--- src/lsu_types_pkg.sv ---
// Load/store pipe widths, size codes, request, packet, region and exception types
`default_nettype none

package lsu_types_pkg;

   // ******************************
   // Widths
   // ******************************
   localparam int XLEN           = 64;
   localparam int DATA_WIDTH     = 64;
   localparam int DMA_DATA_WIDTH = 128;
   localparam int OFFSET_WIDTH   = 12;
   localparam int ADDR_WIDTH     = 32;

   typedef logic [DATA_WIDTH-1:0]   lsu_data_t;
   typedef logic [ADDR_WIDTH-1:0]   lsu_addr_t;
   typedef logic [OFFSET_WIDTH-1:0] lsu_offset_t;

   // Access size, shared by core and DMA
   typedef logic [1:0] lsu_size_t;

   localparam lsu_size_t SIZE_BYTE  = 2'b00;
   localparam lsu_size_t SIZE_HALF  = 2'b01;
   localparam lsu_size_t SIZE_WORD  = 2'b10;
   localparam lsu_size_t SIZE_DWORD = 2'b11;

   // ******************************
   // Pipe packets
   // ******************************
   typedef struct packed {
      logic      valid;
      logic      dma;
      logic      load;
      logic      store;
      logic      unsign;
      lsu_size_t size;
   } lsu_pkt_t;

   typedef struct packed {
      lsu_pkt_t    pkt;
      lsu_data_t   rs1;
      lsu_data_t   rs2;        // store data
      lsu_offset_t offset;
   } lsu_core_req_t;

   typedef struct packed {
      logic                      req;
      lsu_addr_t                 addr;
      lsu_size_t                 sz;
      logic                      write;
      logic [DMA_DATA_WIDTH-1:0] wdata;
   } lsu_dma_req_t;

   // Exactly one flag set for a decoded address
   typedef struct packed {
      logic in_dccm;
      logic in_pic;
      logic external;
   } lsu_region_t;

   typedef struct packed {
      logic      exc_valid;
      logic      exc_type;   // 1 access fault, 0 misaligned
      logic      inst_type;  // 1 store, 0 load
      logic      dma_valid;
      lsu_addr_t addr;
   } lsu_error_pkt_t;

endpackage

`default_nettype wire

--- src/lsu_memmap_pkg.sv ---
// Memory map constants for the data memory and interrupt-controller regions
`default_nettype none

package lsu_memmap_pkg;

   // ******************************
   // Closely coupled data memory
   // ******************************
   localparam lsu_types_pkg::lsu_addr_t DCCM_BASE = 32'hF004_0000;
   localparam lsu_types_pkg::lsu_addr_t DCCM_SIZE = 32'h0001_0000;  // 64 KB

   // ******************************
   // Interrupt-controller registers
   // ******************************
   localparam lsu_types_pkg::lsu_addr_t PIC_BASE = 32'hF00C_0000;
   localparam lsu_types_pkg::lsu_addr_t PIC_SIZE = 32'h0000_8000;   // 32 KB

   // Both sizes are powers of two and each base is aligned to its size,
   // so a region match is a compare of the bits above the size

endpackage

`default_nettype wire

--- src/lsu_request_arbiter.sv ---
// D-stage arbiter: DMA over core, packet build, operand and store data select
`timescale 1ns/100ps
`default_nettype none

module lsu_request_arbiter
   import lsu_types_pkg::*;
(
   input  lsu_core_req_t core,
   input  lsu_dma_req_t  dma,
   input  logic          flush_dc2_up,

   output lsu_pkt_t      pkt_d,
   output lsu_data_t     rs1_d,
   output lsu_offset_t   offset_d,
   output lsu_data_t     store_data_d
);

   logic [DMA_DATA_WIDTH-1:0] dma_wdata_shifted;

   // DMA write data moved down so the addressed byte sits in lane 0
   assign dma_wdata_shifted = dma.wdata >> {dma.addr[3:0], 3'b000};

   always_comb begin
      if (dma.req) begin
         pkt_d.valid  = 1'b1;
         pkt_d.dma    = 1'b1;
         pkt_d.load   = ~dma.write;
         pkt_d.store  = dma.write;
         pkt_d.unsign = 1'b0;
         pkt_d.size   = dma.sz;
         rs1_d        = {{(XLEN-ADDR_WIDTH){1'b0}}, dma.addr};
         offset_d     = '0;
         store_data_d = dma_wdata_shifted[DATA_WIDTH-1:0];
      end else begin
         pkt_d        = core.pkt;
         // Core op dropped at entry when flushed
         pkt_d.valid  = core.pkt.valid & ~flush_dc2_up;
         pkt_d.dma    = 1'b0;
         rs1_d        = core.rs1;
         offset_d     = core.offset;
         store_data_d = core.rs2;
      end
   end

endmodule

`default_nettype wire

--- src/lsu_addr_gen.sv ---
// DC1 operand registers with start and end address generation
`timescale 1ns/100ps
`default_nettype none

module lsu_addr_gen
   import lsu_types_pkg::*;
(
   input  logic        clk,
   input  logic        reset,

   input  lsu_pkt_t    pkt_d,
   input  lsu_data_t   rs1_d,
   input  lsu_offset_t offset_d,
   input  lsu_data_t   store_data_d,

   output lsu_pkt_t    pkt_dc1,
   output lsu_data_t   store_data_dc1,
   output lsu_addr_t   addr_dc1,
   output lsu_addr_t   end_addr_dc1
);

   lsu_addr_t   rs1_dc1;
   lsu_offset_t offset_dc1;
   lsu_addr_t   end_offset_dc1;

   // ******************************
   // DC1 registers
   // ******************************
   always_ff @(posedge clk) begin
      pkt_dc1        <= pkt_d;
      rs1_dc1        <= rs1_d[ADDR_WIDTH-1:0];
      offset_dc1     <= offset_d;
      store_data_dc1 <= store_data_d;
      if (reset) begin
         pkt_dc1.valid <= 1'b0;
      end
   end

   // ******************************
   // Address arithmetic
   // ******************************
   assign addr_dc1 = rs1_dc1 +
                     {{(ADDR_WIDTH-OFFSET_WIDTH){offset_dc1[OFFSET_WIDTH-1]}}, offset_dc1};

   // Last byte touched by the access
   always_comb begin
      case (pkt_dc1.size)
         SIZE_BYTE: end_offset_dc1 = lsu_addr_t'(0);
         SIZE_HALF: end_offset_dc1 = lsu_addr_t'(1);
         SIZE_WORD: end_offset_dc1 = lsu_addr_t'(3);
         default:   end_offset_dc1 = lsu_addr_t'(7);
      endcase
   end

   assign end_addr_dc1 = addr_dc1 + end_offset_dc1;

endmodule

`default_nettype wire

--- src/lsu_addr_check.sv ---
// DC1 memory map decode with access and misaligned fault detection
`timescale 1ns/100ps
`default_nettype none

module lsu_addr_check
   import lsu_types_pkg::*;
   import lsu_memmap_pkg::*;
(
   input  lsu_addr_t   addr_dc1,
   input  lsu_addr_t   end_addr_dc1,
   input  lsu_size_t   size,

   output lsu_region_t region_dc1,
   output logic        access_fault,
   output logic        misaligned_fault
);

   lsu_region_t start_region;
   lsu_region_t end_region;
   logic        unaligned;

   function automatic lsu_region_t decode_region(input lsu_addr_t addr);
      lsu_region_t r;
      r.in_dccm  = ((addr ^ DCCM_BASE) & ~(DCCM_SIZE - 1'b1)) == '0;
      r.in_pic   = ((addr ^ PIC_BASE) & ~(PIC_SIZE - 1'b1)) == '0;
      r.external = ~r.in_dccm & ~r.in_pic;
      return r;
   endfunction

   assign start_region = decode_region(addr_dc1);
   assign end_region   = decode_region(end_addr_dc1);
   assign region_dc1   = start_region;

   always_comb begin
      case (size)
         SIZE_BYTE: unaligned = 1'b0;
         SIZE_HALF: unaligned = addr_dc1[0];
         SIZE_WORD: unaligned = |addr_dc1[1:0];
         default:   unaligned = |addr_dc1[2:0];
      endcase
   end

   // ******************************
   // Fault rules
   // ******************************
   // Region crossing, non-word PIC access, or the unmapped hole above DCCM_BASE
   assign access_fault = (start_region != end_region) |
                         (start_region.in_pic & (size != SIZE_WORD)) |
                         (start_region.external & (addr_dc1 >= DCCM_BASE));

   // Memory regions take unaligned accesses, the bus does not
   assign misaligned_fault = start_region.external & unaligned;

endmodule

`default_nettype wire

--- src/lsu_pipe_ctl.sv ---
// DC2 to DC5 stage registers, flush kills, DC3 exception packet and DC5 commit
`timescale 1ns/100ps
`default_nettype none

module lsu_pipe_ctl
   import lsu_types_pkg::*;
(
   input  logic           clk,
   input  logic           reset,

   input  lsu_pkt_t       pkt_dc1,
   input  lsu_addr_t      addr_dc1,
   input  lsu_data_t      store_data_dc1,
   input  lsu_region_t    region_dc1,
   input  logic           access_fault,
   input  logic           misaligned_fault,

   input  logic           flush_dc2_up,
   input  logic           flush_dc3,
   input  logic           flush_dc4,
   input  logic           flush_dc5,
   input  logic           ld_bus_error_dc3,

   output lsu_pkt_t       pkt_dc3,
   output lsu_addr_t      addr_dc3,
   output lsu_region_t    region_dc3,
   output lsu_error_pkt_t error_pkt_dc3,
   output lsu_addr_t      addr_dc5,
   output lsu_data_t      store_data_dc5,
   output logic           commit_dc5
);

   lsu_pkt_t    pkt_dc2, pkt_dc4, pkt_dc5;
   lsu_addr_t   addr_dc2, addr_dc4;
   lsu_region_t region_dc2;
   lsu_data_t   store_data_dc2, store_data_dc3, store_data_dc4;
   logic        access_fault_dc2, access_fault_dc3;
   logic        misaligned_fault_dc2, misaligned_fault_dc3;

   // ******************************
   // Stage registers
   // ******************************
   // Flushes kill core ops only, DMA always drains
   always_ff @(posedge clk) begin
      pkt_dc2              <= pkt_dc1;
      pkt_dc2.valid        <= pkt_dc1.valid & ~(flush_dc2_up & ~pkt_dc1.dma);
      addr_dc2             <= addr_dc1;
      region_dc2           <= region_dc1;
      access_fault_dc2     <= access_fault;
      misaligned_fault_dc2 <= misaligned_fault;
      store_data_dc2       <= store_data_dc1;

      pkt_dc3              <= pkt_dc2;
      pkt_dc3.valid        <= pkt_dc2.valid & ~(flush_dc2_up & ~pkt_dc2.dma);
      addr_dc3             <= addr_dc2;
      region_dc3           <= region_dc2;
      access_fault_dc3     <= access_fault_dc2;
      misaligned_fault_dc3 <= misaligned_fault_dc2;
      store_data_dc3       <= store_data_dc2;

      pkt_dc4              <= pkt_dc3;
      pkt_dc4.valid        <= pkt_dc3.valid & ~(flush_dc3 & ~pkt_dc3.dma);
      addr_dc4             <= addr_dc3;
      store_data_dc4       <= store_data_dc3;

      pkt_dc5              <= pkt_dc4;
      pkt_dc5.valid        <= pkt_dc4.valid & ~(flush_dc4 & ~pkt_dc4.dma);
      addr_dc5             <= addr_dc4;
      store_data_dc5       <= store_data_dc4;

      if (reset) begin
         pkt_dc2.valid <= 1'b0;
         pkt_dc3.valid <= 1'b0;
         pkt_dc4.valid <= 1'b0;
         pkt_dc5.valid <= 1'b0;
      end
   end

   // ******************************
   // DC3 exception packet
   // ******************************
   assign error_pkt_dc3.exc_valid = (access_fault_dc3 | misaligned_fault_dc3 | ld_bus_error_dc3) &
                                    pkt_dc3.valid & ~pkt_dc3.dma & ~flush_dc3;
   assign error_pkt_dc3.exc_type  = ~misaligned_fault_dc3;
   assign error_pkt_dc3.inst_type = pkt_dc3.store;
   assign error_pkt_dc3.dma_valid = pkt_dc3.dma;
   assign error_pkt_dc3.addr      = addr_dc3;

   // DMA completes without retiring an instruction
   assign commit_dc5 = pkt_dc5.valid & (pkt_dc5.load | pkt_dc5.store) &
                       ~pkt_dc5.dma & ~flush_dc5;

endmodule

`default_nettype wire

--- src/lsu_load_align.sv ---
// DC3 load data source select with size and sign extension
`timescale 1ns/100ps
`default_nettype none

module lsu_load_align
   import lsu_types_pkg::*;
(
   input  lsu_pkt_t    pkt_dc3,
   input  lsu_region_t region_dc3,
   input  lsu_data_t   ld_data_dc3,
   input  lsu_data_t   bus_read_data_dc3,

   output lsu_data_t   result_dc3
);

   lsu_data_t ld_src_dc3;

   // External loads come back on the bus
   assign ld_src_dc3 = region_dc3.external ? bus_read_data_dc3 : ld_data_dc3;

   always_comb begin
      case (pkt_dc3.size)
         SIZE_BYTE: begin
            result_dc3 = pkt_dc3.unsign ? {56'b0, ld_src_dc3[7:0]} :
                                          {{56{ld_src_dc3[7]}}, ld_src_dc3[7:0]};
         end
         SIZE_HALF: begin
            result_dc3 = pkt_dc3.unsign ? {48'b0, ld_src_dc3[15:0]} :
                                          {{48{ld_src_dc3[15]}}, ld_src_dc3[15:0]};
         end
         SIZE_WORD: begin
            result_dc3 = pkt_dc3.unsign ? {32'b0, ld_src_dc3[31:0]} :
                                          {{32{ld_src_dc3[31]}}, ld_src_dc3[31:0]};
         end
         default: begin
            result_dc3 = ld_src_dc3;
         end
      endcase
   end

endmodule

`default_nettype wire

--- src/lsu_lsc_top.sv ---
// Load/store control pipe top: arbiter, address path, stage control, load format
`timescale 1ns/100ps
`default_nettype none

module lsu_lsc_top
   import lsu_types_pkg::*;
(
   input  logic           clk,
   input  logic           reset,

   input  lsu_core_req_t  core,
   input  lsu_dma_req_t   dma,

   input  logic           flush_dc2_up,
   input  logic           flush_dc3,
   input  logic           flush_dc4,
   input  logic           flush_dc5,

   input  lsu_data_t      ld_data_dc3,
   input  lsu_data_t      bus_read_data_dc3,
   input  logic           ld_bus_error_dc3,

   output lsu_addr_t      addr_dc3,
   output lsu_region_t    region_dc3,
   output lsu_data_t      result_dc3,
   output lsu_error_pkt_t error_pkt_dc3,
   output lsu_addr_t      addr_dc5,
   output lsu_data_t      store_data_dc5,
   output logic           commit_dc5
);

   lsu_pkt_t    pkt_d, pkt_dc1, pkt_dc3;
   lsu_data_t   rs1_d, store_data_d, store_data_dc1;
   lsu_offset_t offset_d;
   lsu_addr_t   addr_dc1, end_addr_dc1;
   lsu_region_t region_dc1;
   logic        access_fault, misaligned_fault;

   // ******************************
   // D stage and DC1
   // ******************************
   lsu_request_arbiter arb_i (
      .core         (core),
      .dma          (dma),
      .flush_dc2_up (flush_dc2_up),
      .pkt_d        (pkt_d),
      .rs1_d        (rs1_d),
      .offset_d     (offset_d),
      .store_data_d (store_data_d)
   );

   lsu_addr_gen addr_gen_i (
      .clk            (clk),
      .reset          (reset),
      .pkt_d          (pkt_d),
      .rs1_d          (rs1_d),
      .offset_d       (offset_d),
      .store_data_d   (store_data_d),
      .pkt_dc1        (pkt_dc1),
      .store_data_dc1 (store_data_dc1),
      .addr_dc1       (addr_dc1),
      .end_addr_dc1   (end_addr_dc1)
   );

   lsu_addr_check addr_check_i (
      .addr_dc1         (addr_dc1),
      .end_addr_dc1     (end_addr_dc1),
      .size             (pkt_dc1.size),
      .region_dc1       (region_dc1),
      .access_fault     (access_fault),
      .misaligned_fault (misaligned_fault)
   );

   // ******************************
   // DC2 to DC5
   // ******************************
   lsu_pipe_ctl pipe_ctl_i (
      .clk              (clk),
      .reset            (reset),
      .pkt_dc1          (pkt_dc1),
      .addr_dc1         (addr_dc1),
      .store_data_dc1   (store_data_dc1),
      .region_dc1       (region_dc1),
      .access_fault     (access_fault),
      .misaligned_fault (misaligned_fault),
      .flush_dc2_up     (flush_dc2_up),
      .flush_dc3        (flush_dc3),
      .flush_dc4        (flush_dc4),
      .flush_dc5        (flush_dc5),
      .ld_bus_error_dc3 (ld_bus_error_dc3),
      .pkt_dc3          (pkt_dc3),
      .addr_dc3         (addr_dc3),
      .region_dc3       (region_dc3),
      .error_pkt_dc3    (error_pkt_dc3),
      .addr_dc5         (addr_dc5),
      .store_data_dc5   (store_data_dc5),
      .commit_dc5       (commit_dc5)
   );

   lsu_load_align load_align_i (
      .pkt_dc3           (pkt_dc3),
      .region_dc3        (region_dc3),
      .ld_data_dc3       (ld_data_dc3),
      .bus_read_data_dc3 (bus_read_data_dc3),
      .result_dc3        (result_dc3)
   );

endmodule

`default_nettype wire

--- config.mk ---
export PLATFORM = sky130hd
export DESIGN_NAME = lsu_lsc_top
export DESIGN_NICKNAME = d
export VERILOG_FILES = /design/src/lsu_types_pkg.sv /design/src/lsu_memmap_pkg.sv /design/src/lsu_request_arbiter.sv /design/src/lsu_addr_gen.sv /design/src/lsu_addr_check.sv /design/src/lsu_pipe_ctl.sv /design/src/lsu_load_align.sv /design/src/lsu_lsc_top.sv
export SDC_FILE = /design/constraint.sdc
export NUM_CORES = 1
export LEC_CHECK = 0
export BUFFER_PORTS_ARGS = -buffer_cell sky130_fd_sc_hd__buf_2
export CAP_MARGIN = 15
export CORE_AREA = 2 2 264 266
export DETAILED_ROUTE_END_ITERATION = 8
export DIE_AREA = 0 0 266 268
export PLACE_DENSITY = 0.59
export SLEW_MARGIN = 20
export SYNTH_ARGS = -nofsm -noshare
export SYNTH_HDL_FRONTEND = slang
export SYNTH_HIERARCHICAL = 1
export SYNTH_SLANG_ARGS = --single-unit
--- constraint.sdc ---
create_clock -name clk -period 5.9 [get_ports clk]
set_input_delay 0.885 -clock clk [delete_from_list [all_inputs] [get_ports clk]]
set_output_delay 0.885 -clock clk [all_outputs]
set_load 0.01 [all_outputs]
==> reports/qor.txt <==
Resized Gates After CTS - 0
final setup margin - 0.519 ns
Worst R2R End - pipe_ctl_i/access_fault_dc2$_DFF_P_
Max Freq - 186 MHz
TritonCTS clock tree - yes
Nets - 2788
Pleak - 11.9 nW
Worst R2R Setup Slack - 0.52 ns
largest net degree at the start of global routing - 74
layout cells sized above 1 - 42.5%
Die W - 266 um
Worst R2R Path Depth - 15
vias in the first global route - 16000
area added between synthesis and finish - 26.2%
startpoint class of the critical path - flip-flop
post-CTS setup buffers - 0
clk sink count - 531
period utilisation layout - 91.2%
DRT Wirelength - 74300 um
Starting Density - 30.8%
Final min period - 5.38 ns
yosys warns - 6
first-pass GRT wire length - 104000 um
Synth Cell Area - 21000 um^2
Setup TNS Final - 0 ns
DR iter-0 viols - 1381
critical path arrival - 5.86 ns
clk buf depth - 3
Net Count, Synth - 2209
vias - 16600
skew final - 0.0367 ns
port bufs - 644
dpl cell area - 24600 um^2
chip height - 268 um
# IOs - 678
final hold vios - 0
Slew headroom - 30.7%
core footprint - 68200 um^2
Die ar. - 71300 um^2
Setup Viol. Count Final - 0
worst reg2reg startpoint - addr_gen_i/offset_dc1[11]$_DFF_P_
Least-Margin Pin Slew - 1.04 ns
H-tree levels - 2
critical-path maximum fanout - 21
clk slew on worst S/H paths - 0.07 ns
Pwr per Cell Area - 358 nW/um^2
initial antenna violation count - 22
grt ovf - 0
RSZ-0062 raised after global routing - no
CTS Hold Bufs - 0
clock root buffer - clkbuf_16
WL/cell - 22.8 um
pre-CTS setup slack - 0.569 ns
status - completed
placed insts - 3131
Final Instance Area - 26500 um^2
Residual DRC - 0
Final ANT Viol Nets - 0
FP Rows - 96
Max-cap violations - 0
maximum vdd drop - 344 uV
crit path kind - flip-flop to flip-flop
GP Congestion - 0.921
Post-Syn Area per Cell - 12.2 um^2
CP startpoint - addr_gen_i/offset_dc1[11]$_DFF_P_
Setup crit end kind - flip-flop
Crit path required time - 6.38 ns
Slew Viols, Final - 0
Cells after Synth - 1727
CP endpoint - pipe_ctl_i/access_fault_dc2$_DFF_P_
drt pass-1 iters - 5
insertion delay to the later sink of the worst-skew pair - 0.61 ns
vias per std cell - 5.10
Final Instance Count excl. Fillers - 3251
HP Class - flip-flop to flip-flop
Total Routing Usage GR - 19.7%
CTS Buf Count - 55
hpwl dp - 57900 um
## flip-flops by register name, indices dropped and copies added (netlist names), 2 cells and up
signal                     flops
pipe_ctl_i/store_data_dc3     64
addr_gen_i/pkt_dc1             7
addr_gen_i/store_data_dc1     64
pipe_ctl_i/pkt_dc3             5
pipe_ctl_i/addr_dc5           32
addr_gen_i/offset_dc1         12
pipe_ctl_i/region_dc3          3
pipe_ctl_i/pkt_dc2             7
pipe_ctl_i/pkt_dc4             4
pipe_ctl_i/store_data_dc5     64
addr_gen_i/rs1_dc1            32
pipe_ctl_i/addr_dc2           32
pipe_ctl_i/addr_dc4           32
pipe_ctl_i/store_data_dc4     64
pipe_ctl_i/addr_dc3           32
pipe_ctl_i/region_dc2          3
pipe_ctl_i/pkt_dc5             4
pipe_ctl_i/store_data_dc2     64
pipe_ctl_i/error_pkt_dc3       2
## worst max-delay path, stage by stage, from the launching register on
cell and delay, ns:
dfxtp_1 0.89, ha_1 0.52, a211oi_1 0.34, o21bai_2 0.19, o21ai_1 0.33, o221ai_2 0.16, a311oi_4 0.44, nand4_2 0.21
nor4b_1 0.71, nand4_1 0.20, xnor2_1 0.24, nand4b_1 0.11, nor4_1 0.25, nand3_1 0.17, o41ai_1 0.33, o311ai_1 0.17
## worst min-delay path by stage
stage / from / endpoint / slack, ns / cells after the start
2_1_floorplan: pipe_ctl_i/access_fault_dc2$_DFF_P_ / pipe_ctl_i/access_fault_dc3$_DFF_P_ / 0.31 / 0
3_3_place_gp: pipe_ctl_i/store_data_dc3[56]$_DFF_P_ / pipe_ctl_i/store_data_dc4[56]$_DFF_P_ / 0.31 / 0
3_5_place_dp: pipe_ctl_i/store_data_dc4[40]$_DFF_P_ / pipe_ctl_i/store_data_dc5[40]$_DFF_P_ / 0.31 / 0
4_1_cts: pipe_ctl_i/addr_dc4[11]$_DFF_P_ / pipe_ctl_i/addr_dc5[11]$_DFF_P_ / 0.30 / 0
5_1_grt: pipe_ctl_i/addr_dc4[11]$_DFF_P_ / pipe_ctl_i/addr_dc5[11]$_DFF_P_ / 0.32 / 0
6_report: pipe_ctl_i/addr_dc4[11]$_DFF_P_ / pipe_ctl_i/addr_dc5[11]$_DFF_P_ / 0.31 / 0
## stage by stage
stage	power [mW]	util [%]	hold slack [ns]
2_1_floorplan	5.26	-	0.310
3_3_place_gp	5.96	36.0	0.310
3_5_place_dp	5.98	36.0	0.312
4_1_cts	9.62	38.8	0.302
5_1_grt	9.91	38.9	0.319
6_report	9.51	38.9	0.306
## per-layer routing
layer / global-route usage [%] / vias to the layer above / share of wire, %
met2: 34.2 / 766 / 49
met5: 0 / - / 0.081
met4: 8.11 / 8 / 3.7
li1: - / 7576 / -
met1: 24.2 / 8072 / 41
met3: 3.19 / 155 / 6.3
## report_power, final
group          internal [mW]  total (mW)  leakage, nW  switching (mW)
sequential              4.07        4.25         4.47           0.188
combinational          0.702        1.65         6.47           0.944
clock                   2.15        3.61        0.947            1.46
total                   6.92        9.51         11.9            2.59
## cell type report
type	instances	area, um^2
clock buffers	68	1520
repair buffers	663	3380
inverters	24	90.1
well taps	882	1100
flip-flops and latches	531	10600
diodes	18	45.0
multi-input cells	1031	9360
fillers	6648	41700
clock inverters	34	423
## cells in the final DEF, fill, tap and decap left out, types with 15 or more instances in the layout
cell	count
o211ai_1	39
nand3_1	15
o22ai_1	34
nor3_1	27
nor2b_1	23
nand4_1	15
mux2_2	77
buf_2	641
ha_1	34
mux4_2	85
a21o_1	24
inv_1	23
buf_4	21
o21ai_0	52
xnor2_1	20
diode_2	18
nand2_1	56
clkbuf_16	55
mux2i_1	126
a221o_1	17
a21oi_1	50
dfxtp_1	530
nor2_1	82
(Power assumes the default switching activity.)
